File: src/hdl/eeprom_defines.svh
`ifndef EEPROM_DEFINES_SVH
`define EEPROM_DEFINES_SVH

// wishbone side
`define EE_WB_AW 2
`define EE_WB_DW 8

// eeprom byte address, 2 Kbyte
`define EE_MEM_AW 11

`define EE_BIT_CLKS 4      // clk cycles per scl bit, one per quarter
`define EE_DEV_TYPE 4'b1010

// register offsets
`define EE_REG_ADDR_LO 2'd0
`define EE_REG_ADDR_HI 2'd1
`define EE_REG_DATA    2'd2
`define EE_REG_CTRL    2'd3

`endif

File: src/hdl/ee_bus_pkg.sv
`default_nettype none

package ee_bus_pkg;

    // sequencer to bit engine
    typedef enum logic [2:0] {
        CMD_NONE,
        CMD_START,      // also used for repeated start
        CMD_STOP,
        CMD_WRITE_BYTE,
        CMD_READ_BYTE
    } bit_cmd_t;

    typedef enum logic [3:0] {
        PH_IDLE,
        PH_START,
        PH_CTRL_WR,
        PH_ADDR,
        PH_DATA_WR,
        PH_RESTART,
        PH_CTRL_RD,
        PH_DATA_RD,
        PH_STOP,
        PH_DONE
    } seq_phase_t;

endpackage

`default_nettype wire

File: src/hdl/ee_reg_pkg.sv
`include "eeprom_defines.svh"
`default_nettype none

package ee_reg_pkg;

    typedef enum logic [`EE_WB_AW-1:0] {
        SEL_ADDR_LO = `EE_REG_ADDR_LO,
        SEL_ADDR_HI = `EE_REG_ADDR_HI,
        SEL_DATA    = `EE_REG_DATA,
        SEL_CTRL    = `EE_REG_CTRL
    } reg_sel_t;

    // CTRL bit positions as written
    typedef enum int unsigned {
        GO_WRITE = 0,
        GO_READ  = 1
    } ctrl_bit_t;

    // CTRL bit positions as read back
    typedef enum int unsigned {
        BUSY = 0,
        DONE = 1,
        NACK = 2
    } stat_bit_t;

endpackage

`default_nettype wire

File: src/hdl/ee_regs.sv
`include "eeprom_defines.svh"
`default_nettype none

module ee_regs
    import ee_reg_pkg::*;
(
    input  logic                  CLK,
    input  logic                  RESET,
    input  logic                  wb_cyc,
    input  logic                  wb_stb,
    input  logic                  wb_we,
    input  logic [`EE_WB_AW-1:0]  wb_adr,
    input  logic [`EE_WB_DW-1:0]  wb_dat_w,
    output logic [`EE_WB_DW-1:0]  wb_dat_r,
    output logic                  wb_ack,
    output logic                  start_wr,
    output logic                  start_rd,
    output logic [`EE_MEM_AW-1:0] mem_addr,
    output logic [7:0]            wr_data,
    input  logic                  busy,
    input  logic                  done,
    input  logic                  nack,
    input  logic [7:0]            rd_data
);

    reg_sel_t             sel;
    logic                 ack_q;
    logic                 wr_acc;
    logic                 go;
    logic [7:0]           addr_lo;
    logic [2:0]           addr_hi;
    logic [7:0]           data_q;
    logic                 done_q;
    logic                 nack_q;
    logic                 last_rd;    // transaction in flight is a read
    logic [`EE_WB_DW-1:0] status;

    assign sel    = reg_sel_t'(wb_adr);
    assign wb_ack = ack_q & wb_cyc & wb_stb;
    assign wr_acc = wb_ack & wb_we;

    // commands land on the ack cycle, dropped while busy
    assign go       = wr_acc && (sel == SEL_CTRL) && !busy;
    assign start_wr = go & wb_dat_w[GO_WRITE];
    assign start_rd = go & wb_dat_w[GO_READ] & ~wb_dat_w[GO_WRITE];   // write wins

    assign mem_addr = {addr_hi, addr_lo};
    assign wr_data  = data_q;

    always_comb
    begin
        status       = '0;
        status[BUSY] = busy;
        status[DONE] = done_q;
        status[NACK] = nack_q;
    end

    always_comb
    begin
        case (sel)
            SEL_ADDR_LO: wb_dat_r = addr_lo;
            SEL_ADDR_HI: wb_dat_r = {{(`EE_WB_DW - 3){1'b0}}, addr_hi};
            SEL_DATA:    wb_dat_r = data_q;
            default:     wb_dat_r = status;
        endcase
    end

    always_ff @(posedge CLK)
    begin
        if (RESET)
        begin
            ack_q   <= 1'b0;
            addr_lo <= '0;
            addr_hi <= '0;
            data_q  <= '0;
            done_q  <= 1'b0;
            nack_q  <= 1'b0;
            last_rd <= 1'b0;
        end
        else
        begin
            ack_q <= wb_cyc & wb_stb & ~ack_q;    // single cycle ack
            if (wr_acc)
            begin
                case (sel)
                    SEL_ADDR_LO: addr_lo <= wb_dat_w[7:0];
                    SEL_ADDR_HI: addr_hi <= wb_dat_w[2:0];
                    SEL_DATA:    data_q  <= wb_dat_w[7:0];
                    default: ;
                endcase
            end
            if (start_wr || start_rd)
            begin
                done_q  <= 1'b0;
                nack_q  <= 1'b0;
                last_rd <= start_rd;
            end
            if (done)
            begin
                done_q <= 1'b1;
                nack_q <= nack;
                if (last_rd && !nack)
                    data_q <= rd_data;
            end
        end
    end

endmodule

`default_nettype wire

File: src/hdl/ee_xfer_seq.sv
`include "eeprom_defines.svh"
`default_nettype none

module ee_xfer_seq
    import ee_bus_pkg::*;
(
    input  logic                  CLK,
    input  logic                  RESET,
    input  logic                  start_wr,
    input  logic                  start_rd,
    input  logic [`EE_MEM_AW-1:0] mem_addr,
    input  logic [7:0]            wr_data,
    output logic                  busy,
    output logic                  done,
    output logic                  nack,
    output logic [7:0]            rd_data,
    output bit_cmd_t              cmd,
    output logic                  cmd_valid,
    output logic [7:0]            tx_byte,
    input  logic                  cmd_done,
    input  logic [7:0]            rx_byte,
    input  logic                  ack_seen
);

    seq_phase_t            phase;
    logic                  is_rd;
    logic                  wait_q;     // command issued, engine running
    logic                  nack_q;
    logic                  byte_wr;
    logic [`EE_MEM_AW-1:0] addr_q;
    logic [7:0]            data_q;
    logic [7:0]            rd_q;
    logic [6:0]            ctrl_hi;

    // device nibble plus block select bits
    assign ctrl_hi = {`EE_DEV_TYPE, addr_q[`EE_MEM_AW-1 -: 3]};

    assign byte_wr = (phase == PH_CTRL_WR) || (phase == PH_ADDR) ||
                     (phase == PH_DATA_WR) || (phase == PH_CTRL_RD);

    assign busy      = (phase != PH_IDLE);
    assign done      = (phase == PH_DONE);
    assign nack      = nack_q;
    assign rd_data   = rd_q;
    assign cmd_valid = !wait_q && (phase != PH_IDLE) && (phase != PH_DONE);

    always_comb
    begin
        cmd     = CMD_NONE;
        tx_byte = 8'h00;
        case (phase)
            PH_START,
            PH_RESTART: cmd = CMD_START;
            PH_CTRL_WR:
            begin
                cmd     = CMD_WRITE_BYTE;
                tx_byte = {ctrl_hi, 1'b0};
            end
            PH_ADDR:
            begin
                cmd     = CMD_WRITE_BYTE;
                tx_byte = addr_q[7:0];
            end
            PH_DATA_WR:
            begin
                cmd     = CMD_WRITE_BYTE;
                tx_byte = data_q;
            end
            PH_CTRL_RD:
            begin
                cmd     = CMD_WRITE_BYTE;
                tx_byte = {ctrl_hi, 1'b1};
            end
            PH_DATA_RD: cmd = CMD_READ_BYTE;
            PH_STOP:    cmd = CMD_STOP;
            default: ;
        endcase
    end

    always_ff @(posedge CLK)
    begin
        if (RESET)
        begin
            phase  <= PH_IDLE;
            is_rd  <= 1'b0;
            wait_q <= 1'b0;
            nack_q <= 1'b0;
        end
        else if (phase == PH_IDLE)
        begin
            if (start_wr || start_rd)
            begin
                phase  <= PH_START;
                is_rd  <= ~start_wr;
                nack_q <= 1'b0;
            end
        end
        else if (phase == PH_DONE)
            phase <= PH_IDLE;
        else if (cmd_valid)
            wait_q <= 1'b1;
        else if (cmd_done)
        begin
            wait_q <= 1'b0;
            if (byte_wr && !ack_seen)
            begin
                nack_q <= 1'b1;   // no slave ack, bail out
                phase  <= PH_STOP;
            end
            else
            begin
                case (phase)
                    PH_START:   phase <= PH_CTRL_WR;
                    PH_CTRL_WR: phase <= PH_ADDR;
                    PH_ADDR:    phase <= is_rd ? PH_RESTART : PH_DATA_WR;
                    PH_RESTART: phase <= PH_CTRL_RD;
                    PH_CTRL_RD: phase <= PH_DATA_RD;
                    PH_STOP:    phase <= PH_DONE;
                    default:    phase <= PH_STOP;   // data_wr, data_rd
                endcase
            end
        end
    end

    // payload, captured at start and after the read byte
    always_ff @(posedge CLK)
    begin
        if (phase == PH_IDLE && (start_wr || start_rd))
        begin
            addr_q <= mem_addr;
            data_q <= wr_data;
        end
        if (phase == PH_DATA_RD && cmd_done)
            rd_q <= rx_byte;
    end

endmodule

`default_nettype wire

File: src/hdl/ee_bit_engine.sv
`include "eeprom_defines.svh"
`default_nettype none

module ee_bit_engine
    import ee_bus_pkg::*;
(
    input  logic       CLK,
    input  logic       RESET,
    input  bit_cmd_t   cmd,
    input  logic       cmd_valid,
    input  logic [7:0] tx_byte,
    output logic       cmd_done,
    output logic [7:0] rx_byte,
    output logic       ack_seen,
    output logic       scl,
    output logic       sda_o,
    output logic       sda_oe,
    input  logic       sda_i
);

    localparam int QW = $clog2(`EE_BIT_CLKS);
    localparam logic [QW-1:0] Q_LAST   = QW'(`EE_BIT_CLKS - 1);
    localparam logic [QW-1:0] Q_SAMPLE = QW'(2);   // middle of scl high

    bit_cmd_t      cmd_q;
    logic          active;
    logic [QW-1:0] qtr;
    logic [3:0]    bitn;
    logic [7:0]    shift_q;
    logic          scl_hold;
    logic          sda_hold;
    logic          oe_hold;
    logic          scl_hi;
    logic          ack_bit;
    logic          last_bit;

    assign scl_hi   = (qtr == QW'(1)) || (qtr == QW'(2));
    assign ack_bit  = (bitn == 4'd8);
    assign last_bit = (cmd_q == CMD_WRITE_BYTE || cmd_q == CMD_READ_BYTE) ? ack_bit : 1'b1;
    assign rx_byte  = shift_q;

    // line levels per quarter; idle keeps the last driven state
    always_comb
    begin
        scl    = scl_hold;
        sda_o  = sda_hold;
        sda_oe = oe_hold;
        if (active)
        begin
            case (cmd_q)
                CMD_START:
                begin
                    scl    = scl_hi;
                    sda_o  = (qtr < QW'(2));   // sda falls with scl high
                    sda_oe = 1'b1;
                end
                CMD_STOP:
                begin
                    scl    = (qtr != '0);
                    sda_o  = (qtr >= QW'(2));  // sda rises with scl high
                    sda_oe = (qtr != Q_LAST);  // release once stopped
                end
                CMD_WRITE_BYTE:
                begin
                    scl    = scl_hi;
                    sda_o  = ack_bit ? 1'b1 : shift_q[7];
                    sda_oe = !ack_bit;
                end
                CMD_READ_BYTE:
                begin
                    scl    = scl_hi;
                    sda_o  = 1'b1;     // master nack
                    sda_oe = ack_bit;
                end
                default: ;
            endcase
        end
    end

    always_ff @(posedge CLK)
    begin
        if (RESET)
        begin
            active   <= 1'b0;
            cmd_q    <= CMD_NONE;
            qtr      <= '0;
            bitn     <= '0;
            cmd_done <= 1'b0;
            ack_seen <= 1'b0;
            scl_hold <= 1'b1;
            sda_hold <= 1'b1;
            oe_hold  <= 1'b0;
        end
        else
        begin
            cmd_done <= 1'b0;
            if (!active)
            begin
                if (cmd_valid && cmd != CMD_NONE)
                begin
                    active <= 1'b1;
                    cmd_q  <= cmd;
                    qtr    <= '0;
                    bitn   <= '0;
                end
            end
            else
            begin
                scl_hold <= scl;
                sda_hold <= sda_o;
                oe_hold  <= sda_oe;
                if (cmd_q == CMD_WRITE_BYTE && ack_bit && qtr == Q_SAMPLE)
                    ack_seen <= ~sda_i;
                if (qtr == Q_LAST)
                begin
                    qtr  <= '0;
                    bitn <= bitn + 4'd1;
                    if (last_bit)
                    begin
                        active   <= 1'b0;
                        cmd_done <= 1'b1;
                    end
                end
                else
                    qtr <= qtr + QW'(1);
            end
        end
    end

    // shared shift register, msb first both ways
    always_ff @(posedge CLK)
    begin
        if (!active && cmd_valid)
            shift_q <= tx_byte;
        else if (active && !ack_bit)
        begin
            if (cmd_q == CMD_READ_BYTE && qtr == Q_SAMPLE)
                shift_q <= {shift_q[6:0], sda_i};
            else if (cmd_q == CMD_WRITE_BYTE && qtr == Q_LAST)
                shift_q <= {shift_q[6:0], 1'b0};
        end
    end

endmodule

`default_nettype wire

File: src/hdl/ee_ctrl_top.sv
`include "eeprom_defines.svh"
`default_nettype none

module ee_ctrl_top
    import ee_bus_pkg::*;
(
    input  logic                 CLK,
    input  logic                 RESET,
    input  logic                 wb_cyc,
    input  logic                 wb_stb,
    input  logic                 wb_we,
    input  logic [`EE_WB_AW-1:0] wb_adr,
    input  logic [`EE_WB_DW-1:0] wb_dat_w,
    output logic [`EE_WB_DW-1:0] wb_dat_r,
    output logic                 wb_ack,
    output logic                 scl,
    output logic                 sda_o,
    output logic                 sda_oe,
    input  logic                 sda_i
);

    logic                  start_wr;
    logic                  start_rd;
    logic [`EE_MEM_AW-1:0] mem_addr;
    logic [7:0]            wr_data;
    logic                  busy;
    logic                  done;
    logic                  nack;
    logic [7:0]            rd_data;
    bit_cmd_t              cmd;
    logic                  cmd_valid;
    logic [7:0]            tx_byte;
    logic                  cmd_done;
    logic [7:0]            rx_byte;
    logic                  ack_seen;

    ee_regs i_ee_regs (
        .CLK      (CLK),
        .RESET    (RESET),
        .wb_cyc   (wb_cyc),
        .wb_stb   (wb_stb),
        .wb_we    (wb_we),
        .wb_adr   (wb_adr),
        .wb_dat_w (wb_dat_w),
        .wb_dat_r (wb_dat_r),
        .wb_ack   (wb_ack),
        .start_wr (start_wr),
        .start_rd (start_rd),
        .mem_addr (mem_addr),
        .wr_data  (wr_data),
        .busy     (busy),
        .done     (done),
        .nack     (nack),
        .rd_data  (rd_data)
    );

    ee_xfer_seq i_ee_xfer_seq (
        .CLK       (CLK),
        .RESET     (RESET),
        .start_wr  (start_wr),
        .start_rd  (start_rd),
        .mem_addr  (mem_addr),
        .wr_data   (wr_data),
        .busy      (busy),
        .done      (done),
        .nack      (nack),
        .rd_data   (rd_data),
        .cmd       (cmd),
        .cmd_valid (cmd_valid),
        .tx_byte   (tx_byte),
        .cmd_done  (cmd_done),
        .rx_byte   (rx_byte),
        .ack_seen  (ack_seen)
    );

    ee_bit_engine i_ee_bit_engine (
        .CLK       (CLK),
        .RESET     (RESET),
        .cmd       (cmd),
        .cmd_valid (cmd_valid),
        .tx_byte   (tx_byte),
        .cmd_done  (cmd_done),
        .rx_byte   (rx_byte),
        .ack_seen  (ack_seen),
        .scl       (scl),
        .sda_o     (sda_o),
        .sda_oe    (sda_oe),
        .sda_i     (sda_i)
    );

endmodule

`default_nettype wire

File: config.mk
export PLATFORM = sky130hd
export DESIGN_NAME = ee_ctrl_top
export DESIGN_NICKNAME = d
export VERILOG_FILES = /design/src/hdl/ee_bus_pkg.sv /design/src/hdl/ee_reg_pkg.sv /design/src/hdl/ee_regs.sv /design/src/hdl/ee_xfer_seq.sv /design/src/hdl/ee_bit_engine.sv /design/src/hdl/ee_ctrl_top.sv
export VERILOG_INCLUDE_DIRS = /design/src /design/src/hdl
export SDC_FILE = /design/constraint.sdc
export NUM_CORES = 1
export LEC_CHECK = 0
export BUFFER_PORTS_ARGS = -buffer_cell sky130_fd_sc_hd__buf_4
export CAP_MARGIN = 40
export CORE_MARGIN = 10
export CORE_UTILIZATION = 40
export CTS_CLUSTER_DIAMETER = 40
export DETAILED_ROUTE_END_ITERATION = 16
export PLACE_DENSITY = 0.58
export SYNTH_ARGS = -nofsm -noshare
export SYNTH_HDL_FRONTEND = slang
export SYNTH_HIERARCHICAL = 1
export SYNTH_SLANG_ARGS = --single-unit
File: constraint.sdc
create_clock -name CLK -period 3.2 [get_ports CLK]
set_input_delay 0.48 -clock CLK [delete_from_list [all_inputs] [get_ports CLK]]
set_output_delay 0.48 -clock CLK [all_outputs]
set_load 0.01 [all_outputs]
==> results.toml, run 1 <==
[status]
status = "finished clean"

[detailed_routing]
drc_violation_count_after_routing = 0
met2_wirelength_mm = 4.10
met3RoutedLength_um = 298
route.vias.total = 2912
antenna_violating_nets_post_route = 0
avgViaCountPerCell = 5.35
routed_met1_length_mm = 4.41
route.detailed.wl_per_inst_um = 16.3
top_layer = "met4"
initialDrtViolationCount = 198
detail_route.wirelength_mm = 8.88
drt_first_pass_iters = 5

[clocking]
worst_setup_hold_path_clk_slew_ps = 100
clock_tree_from_tritoncts = "yes"
clk_root_buffer_cell = "sky130_fd_sc_hd__clkbuf_8"
numClockSinks = 80
postCtsSetupRepairBufs = 0
htree_levels = 3
ctsHoldBuffers = 0
cts_resized = 0
cts_max_path_buffers = 2
cts_inserted_buffers = 9
clk_latency_ps = 360

[synthesis]
async_flop_share_pct = 0
syn-mean-instance-area_sq_um = 10.1
synth.ff_latch_count = 80
yosys.cell_types.count = 67
yosys-top-cells-area = "sky130_fd_sc_hd__edfxtp_1, sky130_fd_sc_hd__dfxtp_1, sky130_fd_sc_hd__nand2_1"
syn-num-nets = 409
main_combinational_cell_family_by_area_after_synthesis = "simple AND/OR/NAND/NOR gates"
synth-xor-area-share_pct = 0.637
share_of_the_synthesized_area_in_the_top_cell_type_pct = 26.7
seq_area_frac_synth_pct = 49.6
synthesis.instances = 388
yosys-mux-area-fraction_pct = 6.56
synth-simple-area-share_pct = 20.8
synth_compound_gate_area_share_pct = 15.8
synth-warning-count = 6
netlist.top_cell.by_area = "sky130_fd_sc_hd__edfxtp_1"
synth_edf_count = 35
synthFlopType = "sky130_fd_sc_hd__dfxtp_1"
synth.cells.most_frequent = "sky130_fd_sc_hd__nand2_1, sky130_fd_sc_hd__dfxtp_1, sky130_fd_sc_hd__edfxtp_1, sky130_fd_sc_hd__nor2_1, sky130_fd_sc_hd__mux2i_1"
syn_area_sq_mm = 0.00393
synthesized_area_fraction_occupied_by_adder_cells_pct = 1.59
post-synth-top-count-cell = "sky130_fd_sc_hd__nand2_1"

[timing]
hold_viol = 0
fin_tns_setup_ps = 0
fmax_mhz = 397
post-route-worst-setup-slack_ps = 683
post_route_hold_slack_ps = 377
rsz0062_at_grt = "false"
final.min_clock_period_ps = 2520
slew_at_the_pin_closest_to_its_max_slew_limit_ps = 698
min_period_over_period_pct = 78.7
finalClockSkew_ps = 17.8
setup_viol = 0
slew-limit-headroom_pct = 53.4
timing_max_transition_violations_final = 0

[floorplanning]
fp-row-count = 36
die_h_um = 119
floorplan_core_area_sq_mm = 0.00968
top_level_ports = 28
fp.dieW_um = 119
fp.dieArea_sq_mm = 0.0142
initial_utilization_pct = 40.6

[cells_and_area]
synthToLayoutAreaGrowth_pct = 13.2
num_antenna_cells = 0
final_core_occ_pct = 46.0
post_route_cells_drive_above_1_share_pct = 17.3
nets = 427

[place]
place_ws_ps = 701
hpwlAfterDp_mm = 6.26
portBuffers = 27
gp_congestion = 0.802

[setup_path]
r2r.worst_path.cells = 8
critPathLaunchType = "flip-flop"
worst-endpoint-arrival_ps = 2040
crit_required_ps = 2720
worstPathMaxFanout = 12
startpoint_of_the_lowest_slack_register_to_register_path = "i_ee_xfer_seq/phase[3]$_SDFFE_PP0P_"
r2r-end = "i_ee_xfer_seq/data_q[5]$_DFFE_PP_"
worstSetupEndpointType = "primary output"
setup.worst_path.class = "reg -> out"
reg2reg_slack_ps = 690

[global_route]
tot_gr_track_use_pct = 12.4
grt_antenna_before_repair = 0
grt_start_max_net_pins = 38
grt_first_pass_wirelength_mm = 14.4
via_count_of_the_first_global_routing_pass = 2806
grt_overflow = 0

[job]
maxCapViolations = 0

[hold_path]
min_delay_path_depth = 3
timing.hold.worst_endpoint = "i_ee_regs/ack_q$_SDFF_PP0_"
timing.hold.worst.start = "wb_cyc"
holdCritPathClass = "in -> reg"

[pwr]
finalPower_mw = 2.14
leakage_nw = 1.69
ir_worst_vdd_mv = 0.219
power_density_mw_per_mm2 = 480
## layout make-up
type / count / area [sq um]
clock buffer: 13 / 224
sequential: 80 / 1950
inverter: 17 / 63.8
fill: 913 / 5230
clock inverter: 3 / 28.8
timing repair buffer: 31 / 230
tap: 133 / 166
multi-input combinational: 267 / 1790
## through the flow
stage                     std cells  cell area, sq um
after floorplan                 388              3930
after global placement          527              4190
after detailed placement        528              4200
after CTS                       544              4450
after global routing            544              4450
final                           544              4450
## cell families (layout without fill, tap and decap cells)
logic type      Yosys count  after routing
xor+xnor                  2              2
simple gates            154            154
flops                    80             80
buf+inv                  41             64
compound gates           84             84
mux                      22             22
fa+ha+maj                 5              5
## placed cells by master, fill, tap and decap left out, drive strengths merged, types with 3 or more instances in the layout
| cell type | Yosys | layout |
|---|---|---|
| nor2 | 30 | 30 |
| mux4 | 3 | 3 |
| a222oi | 3 | 3 |
| a211oi | 6 | 6 |
| buf | 19 | 31 |
| inv | 17 | 20 |
| edfxtp | 35 | 35 |
| a31oi | 4 | 4 |
| and3b | 3 | 3 |
| nand3b | 6 | 6 |
| mux2i | 19 | 19 |
| nand3 | 11 | 11 |
| and2 | 4 | 4 |
| a21oi | 14 | 14 |
| or3 | 4 | 4 |
| nand2 | 58 | 58 |
| o31ai | 4 | 4 |
| a311oi | 9 | 9 |
| and3 | 4 | 4 |
| nor3b | 3 | 3 |
| nor3 | 9 | 9 |
| o32ai | 3 | 3 |
| clkbuf | 5 | 13 |
| nor2b | 4 | 4 |
| nand2b | 10 | 10 |
| ha | 5 | 5 |
| dfxtp | 45 | 45 |
| o21ai | 20 | 20 |
## state kept, by name, indices dropped and copies added, names as in the netlist, 3 cells and up
signal and cells:
i_ee_bit_engine/rx_byte 8, i_ee_xfer_seq/data_q 8, i_ee_xfer_seq/rd_data 8, i_ee_bit_engine/bitn 4, i_ee_regs/addr_lo 8, i_ee_regs/addr_hi 3
i_ee_xfer_seq/phase 4, i_ee_xfer_seq/addr_q 11, i_ee_regs/wr_data 8, i_ee_bit_engine/cmd_q 3
## critical path, cell delays in order, from the launching register on
cell,delay (ps)
sky130_fd_sc_hd__dfxtp_1,470
sky130_fd_sc_hd__nor4_4,440
sky130_fd_sc_hd__inv_1,130
sky130_fd_sc_hd__mux4_2,490
sky130_fd_sc_hd__buf_4,160
## how the worst max path moves through the flow
stage / start / to / cells after the start
after floorplan: i_ee_xfer_seq/phase[2]$_SDFFE_PP0P_ / i_ee_xfer_seq/addr_q[0]$_DFFE_PP_ / 8
after global placement: i_ee_xfer_seq/phase[0]$_SDFFE_PP0P_ / i_ee_bit_engine/rx_byte[3]$_DFFE_PP_ / 5
after detailed placement: i_ee_xfer_seq/phase[3]$_SDFFE_PP0P_ / i_ee_xfer_seq/addr_q[6]$_DFFE_PP_ / 8
after CTS: i_ee_xfer_seq/phase[3]$_SDFFE_PP0P_ / wb_dat_r[0] / 4
after global routing: i_ee_xfer_seq/phase[0]$_SDFFE_PP0P_ / i_ee_bit_engine/rx_byte[3]$_DFFE_PP_ / 6
final: i_ee_xfer_seq/phase[3]$_SDFFE_PP0P_ / wb_dat_r[0] / 4
## layer usage
metal	track usage, %	up-vias
met5	0	-
met4	4.58	0
met3	2.93	5
met2	18.6	42
met1	17.0	1414
li1	-	1451
## where the power goes
part / internal [mW] / switching (mW) / leakage [nW]
clock: 0.483 / 0.398 / 0.129
sequential: 1.08 / 0.0215 / 0.711
combinational: 0.0579 / 0.0947 / 0.855
Note: power is estimated with default switching activity, not from simulation.
==> inputs of run 2 (changes only) <==
--- a/config.mk
+++ b/config.mk
@@ -12,7 +12,7 @@
 export CORE_UTILIZATION = 40
 export CTS_CLUSTER_DIAMETER = 40
 export DETAILED_ROUTE_END_ITERATION = 16
-export PLACE_DENSITY = 0.58
+export PLACE_DENSITY = 0.6
 export SYNTH_ARGS = -nofsm -noshare
 export SYNTH_HDL_FRONTEND = slang
 export SYNTH_HIERARCHICAL = 1
==> constraint.sdc (replaced) <==
create_clock -name CLK -period 2.2 [get_ports CLK]
set_input_delay 0.33 -clock CLK [delete_from_list [all_inputs] [get_ports CLK]]
set_output_delay 0.33 -clock CLK [all_outputs]
set_load 0.01 [all_outputs]
==> results.toml, run 2 (same netlist as run 1, synthesis figures left out) <==
[cells_and_area]
instances_no_fill = 561
num_antenna_cells = 0
synthToLayoutAreaGrowth_pct = 16.7
nFillCells = 926
most-common-layout-cells = "sky130_fd_sc_hd__nand2_1, sky130_fd_sc_hd__buf_4, sky130_fd_sc_hd__dfxtp_1"
max_reg_flops = 11
nets = 444
most_common_cell_after_layout_fill_and_taps_aside = "sky130_fd_sc_hd__nand2_1"
registers.top_by_ff_count = "i_ee_xfer_seq/addr_q"
post_route_cells_drive_above_1_share_pct = 23.6

[timing]
min_period_over_period_pct = 99.8
post-route-worst-setup-slack_ps = 5.04
post_route_hold_slack_ps = 230
timing_max_transition_violations_final = 0
slew_at_the_pin_closest_to_its_max_slew_limit_ps = 622
fin_tns_setup_ps = 0
setup_viol = 0
finalClockSkew_ps = 11.1
final.min_clock_period_ps = 2190
rsz0062_at_grt = "true"
fmax_mhz = 456
slew-limit-headroom_pct = 58.5
hold_viol = 0

[clocking]
ctsHoldBuffers = 0
cts_inserted_buffers = 9
cts_max_path_buffers = 2
worst_setup_hold_path_clk_slew_ps = 90
numClockSinks = 80
htree_levels = 3
clock_tree_from_tritoncts = "yes"
clk_latency_ps = 360
clk_root_buffer_cell = "sky130_fd_sc_hd__clkbuf_8"

[detailed_routing]
detail_route.wirelength_mm = 9.25
drt_first_pass_iters = 5
drc_violation_count_after_routing = 0
antenna_violating_nets_post_route = 0
route.vias.total = 3008
initialDrtViolationCount = 186
avgViaCountPerCell = 5.36
route.detailed.wl_per_inst_um = 16.5

[global_route]
grt_antenna_before_repair = 0
grt_overflow = 0
via_count_of_the_first_global_routing_pass = 3084
grt_start_max_net_pins = 23
grt_first_pass_wirelength_mm = 15.5
tot_gr_track_use_pct = 13.5

[floorplanning]
top_level_ports = 28
fp-row-count = 36
initial_utilization_pct = 40.6
fp.dieW_um = 119
fp.dieArea_sq_mm = 0.0142
floorplan_core_area_sq_mm = 0.00968
die_h_um = 119

[pwr]
ir_worst_vdd_mv = 0.319
leakage_nw = 1.75
power_density_mw_per_mm2 = 644
finalPower_mw = 2.95

[place]
place_ws_ps = 141
portBuffers = 27
gp_congestion = 0.787
placed_cells_incl_taps = 541
hpwlAfterDp_mm = 6.54

[setup_path]
timing.critical_path.slowest_cell_delay_ps = 370
worstPathMaxFanout = 3
timing.critical_path.buf_inv = 2
critPathTopFamily = "compound AO/OA/AOI/OAI gates"
crit_required_ps = 1870
cp_cell_sequence = "inv_2, ha_4, and3b_2, o221a_1, o32a_1, buf_6"
setup.worst_path.class = "reg -> out"
worstSetupEndpointType = "primary output"
critPathLaunchType = "flip-flop"
worst-endpoint-arrival_ps = 1860
cp_slowest_cell = "sky130_fd_sc_hd__o32a_1"

[hold_path]
holdCritPathClass = "in -> reg"

[job]
maxCapViolations = 0

[status]
status = "finished clean"
==> run 2: cell count changes in the layout (fill, tap and decap cells not counted), moves of 3 or more <==
cell,change
sky130_fd_sc_hd__buf_6,+3
sky130_fd_sc_hd__clkinvlp_4,+3
sky130_fd_sc_hd__buf_4,+14
sky130_fd_sc_hd__dfxtp_1,-7
sky130_fd_sc_hd__clkbuf_16,-3
sky130_fd_sc_hd__dfxtp_2,+6
==> run 2: layout make-up <==
| class | count | area, sq um | area share (%) |
|---|---|---|---|
| repair buffers | 48 | 384 | 8.37 |
| multi-input cells | 267 | 1810 | 39.5 |
| clock buffers | 11 | 163 | 3.54 |
| clock inverters | 5 | 37.5 | 0.818 |
| inverters | 17 | 63.8 | 1.39 |
| flip-flops and latches | 80 | 1960 | 42.8 |
| well taps | 133 | 166 | 3.63 |
==> run 2: final timing paths <==
check	start	end	slack (ps)	cells after the start
max	i_ee_bit_engine/bitn[1]$_SDFFE_PP0P_	sda_o	5	6
min	wb_dat_w[4]	i_ee_regs/addr_lo[4]$_SDFFE_PP0P_	230	3
max reg2reg	i_ee_xfer_seq/phase[1]$_SDFFE_PP0P_	i_ee_xfer_seq/data_q[5]$_DFFE_PP_	250	8
min reg2reg	i_ee_bit_engine/rx_byte[3]$_DFFE_PP_	i_ee_xfer_seq/rd_data[3]$_DFFE_PP_	460	0
==> run 2: per-stage QoR <==
| stage | instance area (sq um) | utilization (%) |
|---|---|---|
| 6_report | 4590 | 47.4 |
| 5_1_grt | 4590 | 47.4 |
| 4_1_cts | 4560 | 47.1 |
| 3_5_place_dp | 4320 | 44.6 |
| 3_3_place_gp | 4320 | 44.6 |
| 2_1_floorplan | 3940 | - |
==> run 2: worst register-to-register path: cells and delay by family, from the launching register on <==
family,cells,cell delay (ps)
and+or+nand+nor,6,1050
DFF,1,350
buffers and inverters,2,270
==> run 2: power breakdown <==
part,internal (mW),switching (mW)
Clock,0.512,0.573
Combinational,0.116,0.160
Sequential,1.58,0.0188
Total,2.20,0.752
==> run 2: repair_timing <==
action / in CTS / in global routing
setup buffers: 3 / 1
endpoints found under the setup margin: 3 / 3
resized for setup: 11 / 6
pin swaps: 2 / 4
==> run 2: per-layer routing <==
layer	global-route usage (%)	vias up	routed length (um)
li1	-	1480	-
met1	16.8	1462	4350
met2	21.3	54	4470
met3	3.40	12	253
met4	6.64	0	181
met5	0	-	0
